File: config.mk
export PLATFORM = sky130hd
export DESIGN_NAME = sh_pcis_shell
export DESIGN_NICKNAME = d
export VERILOG_FILES = /design/src/design/shell_pkg.sv /design/src/design/shell_if.sv /design/src/design/host_req_fifo.sv /design/src/design/pcis_write_master.sv /design/src/design/pcis_read_master.sv /design/src/design/host_rsp_merge.sv /design/src/design/sh_pcis_shell.sv
export SDC_FILE = /design/constraint.sdc
export NUM_CORES = 1
export LEC_CHECK = 0
export BUFFER_PORTS_ARGS = -buffer_cell sky130_fd_sc_hd__buf_2
export CORE_AREA = 4 4 539 541
export DETAILED_ROUTE_END_ITERATION = 8
export DIE_AREA = 0 0 543 545
export GPL_TIMING_DRIVEN = 0
export MAX_ROUTING_LAYER = met4
export SYNTH_ARGS = -nofsm -noshare
export SYNTH_HDL_FRONTEND = slang
export SYNTH_SLANG_ARGS = --single-unit
File: constraint.sdc
create_clock -name clk_out -period 5.64 [get_ports clk_out]
set_input_delay 1.128 -clock clk_out [delete_from_list [all_inputs] [get_ports clk_out]]
set_output_delay 1.128 -clock clk_out [all_outputs]
set_load 0.1 [all_outputs]
File: src/design/shell_pkg.sv
/*
 * Shared widths, response codes and FSM encodings for the pcis host master.
 * RTL and testbench refer to these through shell_pkg:: scoped names.
 */

package shell_pkg;

   // ----------------------------------------
   // bus widths
   // ----------------------------------------
   typedef logic [63:0]  addr_t;
   typedef logic [31:0]  word_t;
   typedef logic [511:0] beat_t;
   typedef logic [63:0]  strb_t;
   typedef logic [5:0]   axi_id_t;
   typedef logic [1:0]   resp_t;

   // word lane select inside a 64-byte beat
   localparam int LANE_LSB = 2;
   localparam int LANE_MSB = 5;

   localparam resp_t RESP_OKAY   = 2'b00;
   localparam resp_t RESP_SLVERR = 2'b10;

   // ----------------------------------------
   // engine states
   // ----------------------------------------
   typedef enum logic [1:0] {W_IDLE, W_ADDR_DATA, W_RESP} wr_state_t;
   typedef enum logic [1:0] {R_IDLE, R_ADDR, R_DATA, R_RESP} rd_state_t;

endpackage

File: src/design/shell_if.sv
/*
 * Internal valid/ready links of the pcis master.
 * host_req_if carries a dispatched request, host_rsp_if an engine response.
 */

`timescale 1ns/1ps

interface host_req_if;
   logic              valid;
   logic              ready;
   shell_pkg::addr_t  addr;
   shell_pkg::word_t  wdata;
   shell_pkg::axi_id_t id;

   modport src (
      output valid, addr, wdata, id,
      input  ready
   );

   modport dst (
      input  valid, addr, wdata, id,
      output ready
   );
endinterface

interface host_rsp_if;
   logic               valid;
   logic               ready;
   shell_pkg::axi_id_t id;
   shell_pkg::word_t   rdata;
   shell_pkg::resp_t   resp;

   modport src (
      output valid, id, rdata, resp,
      input  ready
   );

   modport dst (
      input  valid, id, rdata, resp,
      output ready
   );
endinterface

File: src/design/host_req_fifo.sv
/*
 * Host request queue. Dispatches the head in order to the write or read engine,
 * holds a read that hits the line of a still busy write, and flushes on FLR.
 */

`timescale 1ns/1ps

module host_req_fifo #(
   parameter int FIFO_DEPTH = 4
) (
   input  logic               clk_out,
   input  logic               sync_rst_n,
   input  logic               flr_i,
   input  logic               req_valid_i,
   input  logic               req_write_i,
   input  shell_pkg::addr_t   req_addr_i,
   input  shell_pkg::word_t   req_wdata_i,
   input  shell_pkg::axi_id_t req_id_i,
   output logic               req_ready_o,
   host_req_if.src            wr_req,
   host_req_if.src            rd_req
);

   localparam int PTR_W = $clog2(FIFO_DEPTH);

   shell_pkg::addr_t   addr_mem [FIFO_DEPTH];
   shell_pkg::word_t   data_mem [FIFO_DEPTH];
   shell_pkg::axi_id_t id_mem   [FIFO_DEPTH];
   logic               wr_mem   [FIFO_DEPTH];

   logic [PTR_W:0] wr_ptr_q;
   logic [PTR_W:0] rd_ptr_q;
   logic [PTR_W:0] count;
   logic [63:shell_pkg::LANE_MSB+1] last_wr_line_q;
   logic           empty;
   logic           head_write;
   logic           raw_hold;
   logic           push;
   logic           pop;

   assign count       = wr_ptr_q - rd_ptr_q;
   assign empty       = (count == '0);
   assign req_ready_o = (count != (PTR_W+1)'(FIFO_DEPTH)) && !flr_i;
   assign push        = req_valid_i && req_ready_o;

   // ----------------------------------------
   // head dispatch
   // ----------------------------------------
   assign head_write = wr_mem[rd_ptr_q[PTR_W-1:0]];
   // read to the line of the last write waits until the write engine is idle
   assign raw_hold   = (addr_mem[rd_ptr_q[PTR_W-1:0]][63:shell_pkg::LANE_MSB+1] == last_wr_line_q)
                       && !wr_req.ready;

   assign wr_req.valid = !empty && head_write;
   assign rd_req.valid = !empty && !head_write && !raw_hold;
   assign wr_req.addr  = addr_mem[rd_ptr_q[PTR_W-1:0]];
   assign rd_req.addr  = addr_mem[rd_ptr_q[PTR_W-1:0]];
   assign wr_req.wdata = data_mem[rd_ptr_q[PTR_W-1:0]];
   assign rd_req.wdata = data_mem[rd_ptr_q[PTR_W-1:0]];
   assign wr_req.id    = id_mem[rd_ptr_q[PTR_W-1:0]];
   assign rd_req.id    = id_mem[rd_ptr_q[PTR_W-1:0]];

   assign pop = (wr_req.valid && wr_req.ready) || (rd_req.valid && rd_req.ready);

   always_ff @(posedge clk_out) begin
      if (push) begin
         addr_mem[wr_ptr_q[PTR_W-1:0]] <= req_addr_i;
         data_mem[wr_ptr_q[PTR_W-1:0]] <= req_wdata_i;
         id_mem[wr_ptr_q[PTR_W-1:0]]   <= req_id_i;
         wr_mem[wr_ptr_q[PTR_W-1:0]]   <= req_write_i;
      end
   end

   always_ff @(posedge clk_out or negedge sync_rst_n) begin
      if (!sync_rst_n) begin
         wr_ptr_q       <= '0;
         rd_ptr_q       <= '0;
         last_wr_line_q <= '0;
      end else begin
         if (push)
            wr_ptr_q <= wr_ptr_q + 1'b1;
         // flr drops everything not yet handed to an engine
         if (flr_i)
            rd_ptr_q <= wr_ptr_q;
         else if (pop)
            rd_ptr_q <= rd_ptr_q + 1'b1;
         if (wr_req.valid && wr_req.ready)
            last_wr_line_q <= wr_req.addr[63:shell_pkg::LANE_MSB+1];
      end
   end

   a_word_aligned: assert property (@(posedge clk_out) disable iff (!sync_rst_n)
      push |-> (req_addr_i[1:0] == 2'b00));

   a_count_bound: assert property (@(posedge clk_out) disable iff (!sync_rst_n)
      count <= (PTR_W+1)'(FIFO_DEPTH));

endmodule

File: src/design/pcis_write_master.sv
/*
 * Single-beat AXI4 write engine on pcis. Takes one poke, places the word in
 * its lane of the 512-bit beat, and returns bid/bresp as the host response.
 */

`timescale 1ns/1ps

module pcis_write_master (
   input  logic                clk_out,
   input  logic                sync_rst_n,
   host_req_if.dst             req,
   host_rsp_if.src             rsp,
   output logic                pcis_awvalid_o,
   input  logic                pcis_awready_i,
   output shell_pkg::addr_t    pcis_awaddr_o,
   output shell_pkg::axi_id_t  pcis_awid_o,
   output logic                pcis_wvalid_o,
   input  logic                pcis_wready_i,
   output shell_pkg::beat_t    pcis_wdata_o,
   output shell_pkg::strb_t    pcis_wstrb_o,
   input  logic                pcis_bvalid_i,
   output logic                pcis_bready_o,
   input  shell_pkg::axi_id_t  pcis_bid_i,
   input  shell_pkg::resp_t    pcis_bresp_i
);

   shell_pkg::wr_state_t state_q;
   shell_pkg::addr_t     addr_q;
   shell_pkg::word_t     wdata_q;
   shell_pkg::axi_id_t   id_q;
   shell_pkg::axi_id_t   bid_q;
   shell_pkg::resp_t     bresp_q;
   logic                 rsp_valid_q;
   logic [shell_pkg::LANE_MSB-shell_pkg::LANE_LSB:0] lane;

   assign lane      = addr_q[shell_pkg::LANE_MSB:shell_pkg::LANE_LSB];
   assign req.ready = (state_q == shell_pkg::W_IDLE);

   assign pcis_awaddr_o = addr_q;
   assign pcis_awid_o   = id_q;
   // word into lane, four strobes for its bytes
   assign pcis_wdata_o  = shell_pkg::beat_t'(wdata_q) << {lane, 5'd0};
   assign pcis_wstrb_o  = shell_pkg::strb_t'(4'hf) << {lane, 2'd0};

   assign rsp.valid = rsp_valid_q;
   assign rsp.id    = bid_q;
   assign rsp.resp  = bresp_q;
   assign rsp.rdata = '0;

   always_ff @(posedge clk_out) begin
      if (req.valid && req.ready) begin
         addr_q  <= req.addr;
         wdata_q <= req.wdata;
         id_q    <= req.id;
      end
      if (pcis_bvalid_i && pcis_bready_o) begin
         bid_q   <= pcis_bid_i;
         bresp_q <= pcis_bresp_i;
      end
   end

   always_ff @(posedge clk_out or negedge sync_rst_n) begin
      if (!sync_rst_n) begin
         state_q        <= shell_pkg::W_IDLE;
         pcis_awvalid_o <= 1'b0;
         pcis_wvalid_o  <= 1'b0;
         pcis_bready_o  <= 1'b0;
         rsp_valid_q    <= 1'b0;
      end else begin
         case (state_q)
            shell_pkg::W_IDLE: begin
               if (req.valid) begin
                  pcis_awvalid_o <= 1'b1;
                  pcis_wvalid_o  <= 1'b1;
                  state_q        <= shell_pkg::W_ADDR_DATA;
               end
            end
            shell_pkg::W_ADDR_DATA: begin
               // aw and w finish independently
               if (pcis_awready_i)
                  pcis_awvalid_o <= 1'b0;
               if (pcis_wready_i)
                  pcis_wvalid_o <= 1'b0;
               if ((!pcis_awvalid_o || pcis_awready_i) && (!pcis_wvalid_o || pcis_wready_i)) begin
                  pcis_bready_o <= 1'b1;
                  state_q       <= shell_pkg::W_RESP;
               end
            end
            shell_pkg::W_RESP: begin
               if (pcis_bready_o && pcis_bvalid_i) begin
                  pcis_bready_o <= 1'b0;
                  rsp_valid_q   <= 1'b1;
               end else if (rsp_valid_q && rsp.ready) begin
                  rsp_valid_q <= 1'b0;
                  state_q     <= shell_pkg::W_IDLE;
               end
            end
            default: state_q <= shell_pkg::W_IDLE;
         endcase
      end
   end

   a_bid_match: assert property (@(posedge clk_out) disable iff (!sync_rst_n)
      (pcis_bvalid_i && pcis_bready_o) |-> (pcis_bid_i == id_q));

endmodule

File: src/design/pcis_read_master.sv
/*
 * Single-beat AXI4 read engine on pcis. Issues AR for one peek and pulls
 * the addressed word out of the returned beat for the host response.
 */

`timescale 1ns/1ps

module pcis_read_master (
   input  logic                clk_out,
   input  logic                sync_rst_n,
   host_req_if.dst             req,
   host_rsp_if.src             rsp,
   output logic                pcis_arvalid_o,
   input  logic                pcis_arready_i,
   output shell_pkg::addr_t    pcis_araddr_o,
   output shell_pkg::axi_id_t  pcis_arid_o,
   input  logic                pcis_rvalid_i,
   output logic                pcis_rready_o,
   input  shell_pkg::axi_id_t  pcis_rid_i,
   input  shell_pkg::beat_t    pcis_rdata_i,
   input  shell_pkg::resp_t    pcis_rresp_i
);

   shell_pkg::rd_state_t state_q;
   shell_pkg::addr_t     addr_q;
   shell_pkg::axi_id_t   id_q;
   shell_pkg::axi_id_t   rid_q;
   shell_pkg::word_t     rdata_q;
   shell_pkg::resp_t     rresp_q;
   logic                 rsp_valid_q;
   logic [shell_pkg::LANE_MSB-shell_pkg::LANE_LSB:0] lane;

   assign lane          = addr_q[shell_pkg::LANE_MSB:shell_pkg::LANE_LSB];
   assign req.ready     = (state_q == shell_pkg::R_IDLE);
   assign pcis_araddr_o = addr_q;
   assign pcis_arid_o   = id_q;

   assign rsp.valid = rsp_valid_q;
   assign rsp.id    = rid_q;
   assign rsp.rdata = rdata_q;
   assign rsp.resp  = rresp_q;

   always_ff @(posedge clk_out) begin
      if (req.valid && req.ready) begin
         addr_q <= req.addr;
         id_q   <= req.id;
      end
      if (pcis_rvalid_i && pcis_rready_o) begin
         rid_q   <= pcis_rid_i;
         rresp_q <= pcis_rresp_i;
         rdata_q <= pcis_rdata_i[{lane, 5'd0} +: 32];
      end
   end

   always_ff @(posedge clk_out or negedge sync_rst_n) begin
      if (!sync_rst_n) begin
         state_q        <= shell_pkg::R_IDLE;
         pcis_arvalid_o <= 1'b0;
         pcis_rready_o  <= 1'b0;
         rsp_valid_q    <= 1'b0;
      end else begin
         case (state_q)
            shell_pkg::R_IDLE: begin
               if (req.valid) begin
                  pcis_arvalid_o <= 1'b1;
                  state_q        <= shell_pkg::R_ADDR;
               end
            end
            shell_pkg::R_ADDR: begin
               if (pcis_arready_i) begin
                  pcis_arvalid_o <= 1'b0;
                  pcis_rready_o  <= 1'b1;
                  state_q        <= shell_pkg::R_DATA;
               end
            end
            shell_pkg::R_DATA: begin
               if (pcis_rvalid_i) begin
                  pcis_rready_o <= 1'b0;
                  rsp_valid_q   <= 1'b1;
                  state_q       <= shell_pkg::R_RESP;
               end
            end
            default: begin
               // R_RESP, hold until merge takes it
               if (rsp.ready) begin
                  rsp_valid_q <= 1'b0;
                  state_q     <= shell_pkg::R_IDLE;
               end
            end
         endcase
      end
   end

   a_ar_hold: assert property (@(posedge clk_out) disable iff (!sync_rst_n)
      (pcis_arvalid_o && !pcis_arready_i) |=> pcis_arvalid_o);

endmodule

File: src/design/host_rsp_merge.sv
/*
 * Joins write and read engine responses into one registered host response.
 * Write wins a tie; the output register holds under host back-pressure.
 */

`timescale 1ns/1ps

module host_rsp_merge (
   input  logic                clk_out,
   input  logic                sync_rst_n,
   host_rsp_if.dst             wr_rsp,
   host_rsp_if.dst             rd_rsp,
   output logic                rsp_valid_o,
   input  logic                rsp_ready_i,
   output shell_pkg::axi_id_t  rsp_id_o,
   output shell_pkg::word_t    rsp_rdata_o,
   output shell_pkg::resp_t    rsp_resp_o
);

   logic load_ok;
   logic take_wr;
   logic take_rd;

   // register free or draining this cycle
   assign load_ok      = !rsp_valid_o || rsp_ready_i;
   assign wr_rsp.ready = load_ok;
   assign rd_rsp.ready = load_ok && !wr_rsp.valid;
   assign take_wr      = wr_rsp.valid && wr_rsp.ready;
   assign take_rd      = rd_rsp.valid && rd_rsp.ready;

   always_ff @(posedge clk_out) begin
      if (take_wr) begin
         rsp_id_o    <= wr_rsp.id;
         rsp_rdata_o <= wr_rsp.rdata;
         rsp_resp_o  <= wr_rsp.resp;
      end else if (take_rd) begin
         rsp_id_o    <= rd_rsp.id;
         rsp_rdata_o <= rd_rsp.rdata;
         rsp_resp_o  <= rd_rsp.resp;
      end
   end

   always_ff @(posedge clk_out or negedge sync_rst_n) begin
      if (!sync_rst_n)
         rsp_valid_o <= 1'b0;
      else if (take_wr || take_rd)
         rsp_valid_o <= 1'b1;
      else if (rsp_ready_i)
         rsp_valid_o <= 1'b0;
   end

endmodule

File: src/design/sh_pcis_shell.sv
/*
 * Top level of the host-side pcis master: request queue, write and read
 * engines and response merge. Host side valid/ready, CL side AXI4 single beats.
 */

`timescale 1ns/1ps

module sh_pcis_shell #(
   parameter int FIFO_DEPTH = 4
) (
   input  logic               clk_out,
   input  logic               sync_rst_n,
   input  logic               flr_i,
   // host requests
   input  logic               req_valid_i,
   input  logic               req_write_i,
   input  shell_pkg::addr_t   req_addr_i,
   input  shell_pkg::word_t   req_wdata_i,
   input  shell_pkg::axi_id_t req_id_i,
   output logic               req_ready_o,
   // host responses
   output logic               rsp_valid_o,
   output shell_pkg::axi_id_t rsp_id_o,
   output shell_pkg::word_t   rsp_rdata_o,
   output shell_pkg::resp_t   rsp_resp_o,
   input  logic               rsp_ready_i,
   // ----------------------------------------
   // pcis AXI4 toward CL
   // ----------------------------------------
   output logic               pcis_awvalid_o,
   output shell_pkg::addr_t   pcis_awaddr_o,
   output shell_pkg::axi_id_t pcis_awid_o,
   input  logic               pcis_awready_i,
   output logic               pcis_wvalid_o,
   output shell_pkg::beat_t   pcis_wdata_o,
   output shell_pkg::strb_t   pcis_wstrb_o,
   input  logic               pcis_wready_i,
   input  logic               pcis_bvalid_i,
   input  shell_pkg::axi_id_t pcis_bid_i,
   input  shell_pkg::resp_t   pcis_bresp_i,
   output logic               pcis_bready_o,
   output logic               pcis_arvalid_o,
   output shell_pkg::addr_t   pcis_araddr_o,
   output shell_pkg::axi_id_t pcis_arid_o,
   input  logic               pcis_arready_i,
   input  logic               pcis_rvalid_i,
   input  shell_pkg::axi_id_t pcis_rid_i,
   input  shell_pkg::beat_t   pcis_rdata_i,
   input  shell_pkg::resp_t   pcis_rresp_i,
   output logic               pcis_rready_o
);

   host_req_if wr_req_if ();
   host_req_if rd_req_if ();
   host_rsp_if wr_rsp_if ();
   host_rsp_if rd_rsp_if ();

   host_req_fifo #(.FIFO_DEPTH(FIFO_DEPTH)) i_host_req_fifo (
      .clk_out, .sync_rst_n, .flr_i,
      .req_valid_i, .req_write_i, .req_addr_i, .req_wdata_i, .req_id_i, .req_ready_o,
      .wr_req (wr_req_if.src),
      .rd_req (rd_req_if.src)
   );

   pcis_write_master i_pcis_write_master (
      .clk_out, .sync_rst_n,
      .req (wr_req_if.dst),
      .rsp (wr_rsp_if.src),
      .pcis_awvalid_o, .pcis_awready_i, .pcis_awaddr_o, .pcis_awid_o,
      .pcis_wvalid_o, .pcis_wready_i, .pcis_wdata_o, .pcis_wstrb_o,
      .pcis_bvalid_i, .pcis_bready_o, .pcis_bid_i, .pcis_bresp_i
   );

   pcis_read_master i_pcis_read_master (
      .clk_out, .sync_rst_n,
      .req (rd_req_if.dst),
      .rsp (rd_rsp_if.src),
      .pcis_arvalid_o, .pcis_arready_i, .pcis_araddr_o, .pcis_arid_o,
      .pcis_rvalid_i, .pcis_rready_o, .pcis_rid_i, .pcis_rdata_i, .pcis_rresp_i
   );

   host_rsp_merge i_host_rsp_merge (
      .clk_out, .sync_rst_n,
      .wr_rsp (wr_rsp_if.dst),
      .rd_rsp (rd_rsp_if.dst),
      .rsp_valid_o, .rsp_ready_i, .rsp_id_o, .rsp_rdata_o, .rsp_resp_o
   );

endmodule

=== Word level (Yosys, flattened, before mapping) ===
Memory sizes are Yosys's and may differ from the RTL's. A register that Yosys moved wholly into a read port is not among the register bits.
Cells that the tools add are included.

* Reduce and logical (&&, ||, !) cells: 51
* Shifts and indexed selects: 3
* Magnitude comparators: 0
* Mux-type cells: 39
* $add $sub $neg: 3
* Equal/unequal tests: 16
* Divide/modulo/power cells: 0
* Multipliers: 0
* Bitwise logic cells: 1

{| class="wikitable"
|+ Operator list
! cell !! count
|-
| $shiftx A512 B10 Y32 || 1
|-
| $shl A32 B9 Y512 || 1
|-
| $shl A4 B6 Y64 const A || 1
|-
| $eq A58 B58 Y1 || 1
|-
| $mux W2 || 10
|-
| $reduce_and A3 Y1 || 6
|-
| $reduce_bool A2 Y1 || 9
|-
| $mux W1 || 17
|-
| $logic_and A1 B1 Y1 || 14
|-
| $mux W6 || 2
|-
| $pmux W1 S2 || 6
|-
| $pmux W2 S3 || 2
|-
| $ne A2 B1 Y1 const B || 5
|-
| $ne A2 B2 Y1 const B || 5
|-
| $logic_not A1 Y1 || 9
|-
| $reduce_and A4 Y1 || 2
|-
| $add A3 B1 Y3 const B || 2
|-
| $mux W3 || 2
|-
| $logic_or A1 B1 Y1 || 5
|-
| $eq A2 B1 Y1 const B || 2
|-
| $eq A2 B2 Y1 const B || 2
|-
| $logic_not A2 Y1 || 2
|-
| $reduce_bool A4 Y1 || 1
|-
| $logic_not A3 Y1 || 1
|-
| other kinds (5) || 5
|}

* Bits in latches: 0
* Memory bits (read-only): 0
* Memories: 4
* Input port bits: 641
* Word-level logic and storage cells: 142
* Memory bits (writable): 412
* Register bits: 304
* Output and inout port bits: 763

{| class="wikitable"
|+ Memory list
! memory !! words !! bits a word !! rd ports !! clocked after Yosys merged registers in !! write ports !! RTL line !! RTL
|-
| i_host_req_fifo.addr_mem || 4 || 64 || 1 || 0 || 1 || host_req_fifo.sv:26 || <nowiki>shell_pkg::addr_t addr_mem [FIFO_DEPTH];</nowiki>
|-
| i_host_req_fifo.data_mem || 4 || 32 || 1 || 1 || 1 || host_req_fifo.sv:27 || <nowiki>shell_pkg::word_t data_mem [FIFO_DEPTH];</nowiki>
|-
| i_host_req_fifo.id_mem || 4 || 6 || 1 || 0 || 1 || host_req_fifo.sv:28 || <nowiki>shell_pkg::axi_id_t id_mem [FIFO_DEPTH];</nowiki>
|-
| i_host_req_fifo.wr_mem || 4 || 1 || 1 || 0 || 1 || host_req_fifo.sv:29 || <nowiki>logic wr_mem [FIFO_DEPTH];</nowiki>
|}

=== Longest topological paths before layout ===
Gate-level depths: netlist (run 1).

* Depth in word-level cells: 9
* Depth in mapped cells: 14
* Gate-level depth less buffers: 9

=== Modules after synthesis ===
Synthesis (run 1) repeated with hierarchy kept, for this count alone.

* Cells, all modules: 2358
* Area, all modules: 36503.8 um2

{| class="wikitable"
|+ By module, submodules not included
! module !! instances !! seq. area each (um2) !! cells an instance !! area each (um2)
|-
| host_req_fifo || 1 || 13973.4 || 1006 || 19316.0
|-
| pcis_write_master || 1 || 3453.3 || 844 || 7858.8
|-
| pcis_read_master || 1 || 3428.3 || 416 || 7375.8
|-
| host_rsp_merge || 1 || 1226.2 || 92 || 1953.1
|}

=== Least setup slack after synthesis (run 1) ===
Ideal clock, no wire load.

* Path kind: register -> register
* From: reg i_host_req_fifo.rd_ptr_q[1]
* To: mem i_host_req_fifo.addr_mem[3][0] (netlist bit) (enable)
* Arrival time: 6.524 ns
* Path slack: -1.360 ns
* Path buffers: 5
* Period minus slack after synthesis: 7.000 ns
* Setup time: 0.476 ns
* Cell stages (with the launch flop): 10
* Required time: 5.164 ns
* Cells stage by stage: dfrtp_1 > buf_4 > buf_2 > buf_2 > clkbuf_1 > buf_1 > inv_1 > ha_1 > a31oi_1 > and3_1

* Cells in the longest elaborated chain, start to end: 6

{| class="wikitable"
|+ RTL lines
! what !! RTL line !! RTL
|-
| start, declared || host_req_fifo.sv:32 || <nowiki>logic [PTR_W:0] rd_ptr_q;</nowiki>
|-
| start signal, assigned || host_req_fifo.sv:84 || <nowiki>rd_ptr_q <= wr_ptr_q;</nowiki>
|-
| start signal, assigned || host_req_fifo.sv:86 || <nowiki>rd_ptr_q <= rd_ptr_q + 1'b1;</nowiki>
|-
| $sub A3 B3 Y3 || host_req_fifo.sv:41 || <nowiki>assign count = wr_ptr_q - rd_ptr_q;</nowiki>
|-
| $ne A3 B3 Y1 || host_req_fifo.sv:43 || <nowiki>assign req_ready_o = (count != (PTR_W+1)'(FIFO_DEPTH)) && !flr_i;</nowiki>
|-
| $logic_and A1 B1 Y1 || host_req_fifo.sv:43 ||
|-
| net req_ready_o || sh_pcis_shell.sv:20 || <nowiki>output logic req_ready_o,</nowiki>
|-
| $logic_and A1 B1 Y1 || host_req_fifo.sv:44 || <nowiki>assign push = req_valid_i && req_ready_o;</nowiki>
|-
| $mux W1 || host_req_fifo.sv:66 || <nowiki>if (push) begin</nowiki>
|-
| $mux W1 (implied by the code) || host_req_fifo.sv:67 || <nowiki>addr_mem[wr_ptr_q[PTR_W-1:0]] <= req_addr_i;</nowiki>
|-
| end, declared || host_req_fifo.sv:26 ||
|}

The timed path passes the listed nets, and every way through them passes these cells.

=== Worst setup path after layout (run 1) ===
* From: reg i_pcis_write_master.addr_q[4] (netlist: i_pcis_write_master.pcis_awaddr_o[4])
* To: out pcis_wdata_o[188]

* Cells in the longest elaborated chain, start to end: 1

{| class="wikitable"
|+ RTL lines
! what !! RTL line !! RTL
|-
| start, declared || pcis_write_master.sv:28 || <nowiki>shell_pkg::addr_t addr_q;</nowiki>
|-
| start signal, assigned || pcis_write_master.sv:52 || <nowiki>addr_q <= req.addr;</nowiki>
|-
| $shl A32 B9 Y512 || pcis_write_master.sv:42 || <nowiki>assign pcis_wdata_o = shell_pkg::beat_t'(wdata_q) << {lane, 5'd0};</nowiki>
|-
| end, declared || sh_pcis_shell.sv:35 || <nowiki>output shell_pkg::beat_t pcis_wdata_o,</nowiki>
|}

Every way passes these cells.

==> results of run 1 <==
## worst max-delay path by stage
| stage | end | depth (start not counted) |
|---|---|---|
| finish | pcis_wdata_o[188] | 5 |
| CTS | pcis_wstrb_o[25] | 5 |
| floorplan | i_host_req_fifo.addr_mem[3][0] | 11 |
| detailed placement | i_host_req_fifo.last_wr_line_q[60] | 13 |
| global placement | i_host_req_fifo.rd_ptr_q[2] | 14 |
| global route | pcis_wstrb_o[25] | 5 |
## cell type report
class,count,area [µm²],share of cell area
buffer,214,1100,0.0217
multi-input combinational,1264,12300,0.244
clock buffer,115,2440,0.0482
tap,3762,4710,0.0929
inverter,25,98.8,0.00195
sequential,748,21800,0.430
clock inverter,50,440,0.00870
antenna,124,310,0.00613
timing repair buffer,1421,7450,0.147
## stage by stage
step | cells | worst slack, ps | utilization | cell area (µm²) | hold slack (ps)
final | 7723 | 169 | 0.178 | 50600 | 314
after global placement | 7416 | -4460 | 0.165 | 46900 | 444
after global routing | 7692 | 49.1 | 0.177 | 50600 | 307
after floorplan | 2252 | 423 | - | 35200 | 471
after detailed placement | 7435 | -958 | 0.166 | 47400 | 446
after CTS | 7599 | 61.8 | 0.177 | 50300 | 256
## synth_stat cells, types with 6 or more instances
library cell and count:
buf_1 19, o22ai_1 8, nor3_1 10, mux2i_1 46, and3_1 6, buf_2 14
nand2b_1 9, a22oi_1 7, inv_1 23, nor2_1 38, o21ai_0 19, nand2_1 90
and2_1 515, dfxtp_1 32, xnor2_1 37, nor4_1 6, mux2_2 84, nand3_1 8
mux4_2 233, clkbuf_1 123, nand4_1 7, xor2_1 14, a21oi_1 60, edfxtp_1 640
dfrtp_1 76, ha_1 10, buf_4 56
## per-layer routing
metal / vias up / GRT usage
met5: - / -
met4: 0 / 0.0531
met3: 404 / 0.0609
met2: 1903 / 0.244
met1: 14600 / 0.182
li1: 11700 / -
## cell families after synthesis
logic type                 count (synthesis)  share of synthesized area
xor gates and xnor gates                  51                     0.0127
buffers and inverters                    240                     0.0330
adders and majority gates                 10                    0.00356
muxes                                    369                      0.193
AOI/OAI and AO/OA                        132                     0.0236
and+or+nand+nor                          702                      0.116
DFF                                      748                      0.618
## sequential cells by signal, summed over array words and instances (netlist names), 24 cells and up
name and count:
i_pcis_read_master.rsp.rdata 32, i_host_req_fifo.last_wr_line_q 58, i_host_req_fifo.addr_mem 256, i_pcis_write_master.pcis_awaddr_o 64, i_host_rsp_merge.rsp_rdata_o 32, i_pcis_write_master.wdata_q 32, i_host_req_fifo.id_mem 24, i_pcis_read_master.pcis_araddr_o 64
i_host_req_fifo.data_mem 128
## what timing repair did
action                                  4_1_cts  5_1_grt
gates resized for setup                       9        1
hold buffers                                  0        0
endpoints found under the setup margin      646        1
cloned                                        0        0
buffers inserted                              0        0
## critical path: stages, from the launching register on
cell and delay [ps]:
edfxtp_1 770, nand2b_1 250, nor2_1 520, clkbuf_1 1120, and2_1 400, buf_2 480
## power by group through the flow
| stage | logic, mW | clock network, mW | registers [mW] |
|---|---|---|---|
| floorplan | 10.5 | 0 | 12.7 |
| global placement | 19.2 | 0 | 9.45 |
| detailed placement | 20.9 | 0 | 9.53 |
| CTS | 20.9 | 5.97 | 9.45 |
| global route | 21.3 | 6.17 | 9.55 |
| finish | 20.7 | 5.78 | 9.36 |
==> reports/qor.txt, run 1 <==
clk slew on worst S/H paths = 60 ps
Worst Tran Pin Value = 1460 ps
Die Ht = 545 µm
critical path type = flip-flop to output pin
post-synth top area share = 0.546
fin crit period = 5470 ps
leading area contributor after synthesis = edfxtp_1
RSZ-0062 raised after global routing = no
initial core utilization = 0.124
Max VDD drop = 682 µV
status = finished, final reports clean
Startpoint Class = flip-flop
area grow syn2layout = 43.9%
syn nets = 2903
DR DRC count = 0
Setup TNS = 0 ps
PD cells = 707 nW/µm²
number of global-route vias before repair = 27800
Port Buffers = 1402
internal cell power = 15.4 mW
clk_skew = 101 ps
Post-synth top flop = edfxtp_1
core box area = 285000 µm²
WL met3 = 24900 µm
grt total ovfl = 0
final WL = 236000 µm
Post-Syn Instances = 2252
YS warnings = 0
Post-synth EDFFs = 640
initial detailed-routing violation count = 3073
vias = 28500
# nets final = 4417
FMAX = 183 MHz
highest-count cells in the layout ignoring fill and taps = buf_2, edfxtp_1, and2_1
IO Pins = 1404
beginning of the critical path = i_pcis_write_master.pcis_awaddr_o[4]
DRT Pass-1 Iters = 6
crit path max fanout = 14
largest net degree at the start of global routing = 54
clock network power share = 0.161
Combinational Power Share = 0.577
final hold violation count = 0
CTS tree = built
reg2reg end = i_host_req_fifo.last_wr_line_q[60]
CP endpoint kind = output pin
Synth area leaders = edfxtp_1, mux4_2, and2_1
worst min-delay path category = primary input to async pin
reg2reg start = i_host_req_fifo.rd_ptr_q[1]
Pwr Total = 35.8 mW
initial antenna violation count = 196
Final Slew Violations = 0
Clock Tree Root = clkbuf_16
M1 WL = 93000 µm
Syn Std Cell Area = 35200 µm²
die span in x = 543 µm
Worst R2R Path Depth = 12
ANT nets after route = 0
Rel. slew slack = 0.0236
die area = 296000 µm²
final setup violation count = 0
switching power = 20.4 mW
Site Rows = 196
Post-synth ARST share = 0.102
FILL cells = 31300
DR WL/cell = 30.6 µm
Flop pwr share = 0.262
Req. time, crit path = 4510 ps
Final period util = 0.970
Sw Share = 0.569
Max-Cap Viols = 0
Synth cell types = 60
CTS Sinks = 748
layout cells sized above 1 = 0.519
CP Data Arrival Time = 4340 ps
worst skew pair latency = 820 ps
register area share after synthesis = 0.618
# H-tree levels = 3
DR top layer = met4
Via density = 3.70
WL met2 = 109000 µm
r2r setup slk = 840 ps
synthesized area per cell = 15.6 µm²
Post-DP HPWL = 198000 µm
P_leak = 20.1 nW
Max Root-Sink Buffers = 4
overall routing resource usage = 0.156
CTS Buf Count = 92
Final GP Congestion = 0.971
first-pass GRT wire length = 293000 µm
most common cell after layout, fill and taps aside = buf_2
Seq cells post-synth = 748
Power figures use the tool's default switching activity.
==> run 2: changes to the inputs <==
Settings changed: CTS_BUF_LIST from default to sky130_fd_sc_hd__clkbuf_4.
==> run 2 against run 1 <==
The flow now finishes with violations (max-capacitance violations, max-slew violations). Critical path type unchanged. Largest power group unchanged. Final cell count is 3.7% higher. Sequential share of layout area is 0.52 points lower. Die area unchanged. Clock skew is 67 ps higher. Largest cell class unchanged. Power fell by 1.6%.
==> reports/qor.txt, run 2 (same netlist as run 1, synthesis figures left out) <==
CTS Sinks = 748 (unchanged)
# H-tree levels = 4 (was 3)
Via density = 3.73 (was 3.70)
most common cell after layout, fill and taps aside = buf_2 (unchanged)
CTS Buf Count = 206 (was 92)
Max-Cap Viols = 1 (was 0)
CP Data Arrival Time = 4290 ps (was 4340 ps)
FILL cells = 31400 (was 31300)
DR WL/cell = 29.8 µm (was 30.6 µm)
area grow syn2layout = 45.7% (was 43.9%)
Port Buffers = 1402 (unchanged)
post-route insts no fill = 8005 (was 7723)
P_leak = 20.7 nW (was 20.1 nW)
DR DRC count = 0 (unchanged)
Startpoint Class = flip-flop (unchanged)
final WL = 239000 µm (was 236000 µm)
Post-DP HPWL = 198000 µm (unchanged)
Site Rows = 196 (unchanged)
worst skew pair latency = 1210 ps (was 820 ps)
reg2reg start = i_host_req_fifo.rd_ptr_q[1] (unchanged)
Flop pwr share = 0.265 (was 0.262)
Most Crowded Layer GR = met2 (unchanged)
crit path max fanout = 10 (was 14)
layout cells sized above 1 = 0.533 (was 0.519)
grt total ovfl = 0 (unchanged)
first-pass GRT wire length = 296000 µm (was 293000 µm)
IO Pins = 1404 (unchanged)
die span in x = 543 µm (unchanged)
CTS tree = built (unchanged)
met2 GRT Util = 0.245 (was 0.244)
Rel. slew slack = -0.0169 (was 0.0236)
PD cells = 687 nW/µm² (was 707 nW/µm²)
# nets final = 4612 (was 4417)
crit path to = pcis_wdata_o[10] (was pcis_wdata_o[188])
GR Util met1 = 0.185 (was 0.182)
ANT nets after route = 0 (unchanged)
Worst R2R Path Depth = 12 (unchanged)
initial core utilization = 0.124 (unchanged)
fin crit period = 5420 ps (was 5470 ps)
initial detailed-routing violation count = 3087 (was 3073)
clock network power share = 0.144 (was 0.161)
final hold violation count = 0 (unchanged)
failing checks = max-capacitance violations, max-slew violations
DRT Pass-1 Iters = 6 (unchanged)
Final GP Congestion = 0.971 (unchanged)
FMAX = 184 MHz (was 183 MHz)
overall routing resource usage = 0.157 (was 0.156)
beginning of the critical path = i_pcis_write_master.pcis_awaddr_o[2] (was i_pcis_write_master.pcis_awaddr_o[4])
Worst Tran Pin Value = 1530 ps (was 1460 ps)
r2r setup slk = 1050 ps (was 840 ps)
Sw Share = 0.579 (was 0.569)
Max VDD drop = 723 µV (was 682 µV)
Max Root-Sink Buffers = 4 (unchanged)
CP endpoint kind = output pin (unchanged)
status = complete, but fails checks (was finished, final reports clean)
internal cell power = 14.8 mW (was 15.4 mW)
initial antenna violation count = 203 (was 196)
max FFs per register = 256 (unchanged)
Final period util = 0.961 (was 0.970)
vias = 29800 (was 28500)
Die Ht = 545 µm (unchanged)
reg2reg end = i_host_req_fifo.last_wr_line_q[61] (was i_host_req_fifo.last_wr_line_q[60])
Req. time, crit path = 4510 ps (about the same)
Clock Tree Root = clkbuf_4 (was clkbuf_16)
met3 Track Usage GR = 0.0580 (was 0.0609)
highest-count cells in the layout ignoring fill and taps = buf_2, edfxtp_1, and2_1 (unchanged)
worst min-delay path category = primary input to flip-flop (was primary input to async pin)
core box area = 285000 µm² (unchanged)
critical path type = flip-flop to output pin (unchanged)
Combinational Power Share = 0.591 (was 0.577)
switching power = 20.4 mW (about the same)
largest net degree at the start of global routing = 54 (unchanged)
Setup TNS = 0 ps (unchanged)
final setup violation count = 0 (unchanged)
number of global-route vias before repair = 29200 (was 27800)
clk slew on worst S/H paths = 70 ps (was 60 ps)
clk_skew = 168 ps (was 101 ps)
DP Cell Count = 7435 (unchanged)
die area = 296000 µm² (unchanged)
Final Slew Violations = 11 (was 0)
[run 2: through the flow]
| stage | hold WS (ps) | cell area, µm² | utilization | total power [mW] | setup WS [ps] |
|---|---|---|---|---|---|
| floorplan | 471 | 35200 | - | 23.2 | 423 |
| global placement | 444 | 46900 | 0.165 | 28.6 | -4460 |
| detailed placement | 446 | 47400 | 0.166 | 30.4 | -958 |
| CTS | 0.500 | 51000 | 0.179 | 35.8 | 9.08 |
| global route | 26.4 | 51200 | 0.180 | 36.6 | -9.57 |
| finish | 170 | 51300 | 0.180 | 35.2 | 220 |
[run 2: cell type report]
cell class	instances	area, µm²	share of cell area
multi-input combinational	1264	12300	0.241
tap	3762	4710	0.0918
sequential	748	21800	0.424
clock buffer	312	2340	0.0457
timing repair buffer	1503	8290	0.162
clock inverter	65	320	0.00625
inverter	25	98.8	0.00193
antenna	113	283	0.00552
buffer	213	1110	0.0217
[run 2: power groups by stage]
stage               combinational (mW)  sequential (mW)  clock, mW
CTS                               21.1             9.39       5.32
floorplan                         10.5             12.7          0
global placement                  19.2             9.45          0
detailed placement                20.9             9.53          0
global route                      21.5             9.50       5.61
finish                            20.8             9.31       5.07
[run 2: metal layers]
layer  wire length [µm]  up-vias
met5                  0        -
met4               9230        0
li1                   -    12200
met2             110000     2064
met3              25500      418
met1              93600    15200
[run 2: repair_timing]
action                                  CTS  global route
hold endpoints to repair                293             0
hold buffers                             77             0
setup buffers                             5             0
resized for setup                        23             1
endpoints found under the setup margin  789             1
[run 2: worst min path at each step]
stage	cells after the start	slack (ps)	endpoint	startpoint
floorplan	1	470	i_host_rsp_merge.rsp_valid_o	i_pcis_write_master.rsp.valid
global route	1	30	i_host_req_fifo.addr_mem[2][55]	req_addr_i[55]
finish	1	170	i_host_req_fifo.addr_mem[3][55]	req_addr_i[55]
global placement	2	440	i_host_rsp_merge.rsp_rdata_o[16]	i_host_rsp_merge.rsp_rdata_o[16]
detailed placement	2	450	i_host_rsp_merge.rsp_rdata_o[12]	i_host_rsp_merge.rsp_rdata_o[12]
CTS	1	0.5	i_host_req_fifo.addr_mem[1][30]	req_addr_i[30]
[run 2: critical path, cell delays in order (launching register included)]
cell and delay, ps:
edfxtp_1 660, nor4_2 460, buf_4 230, clkbuf_1 1120, and2_1 260, buf_2 430
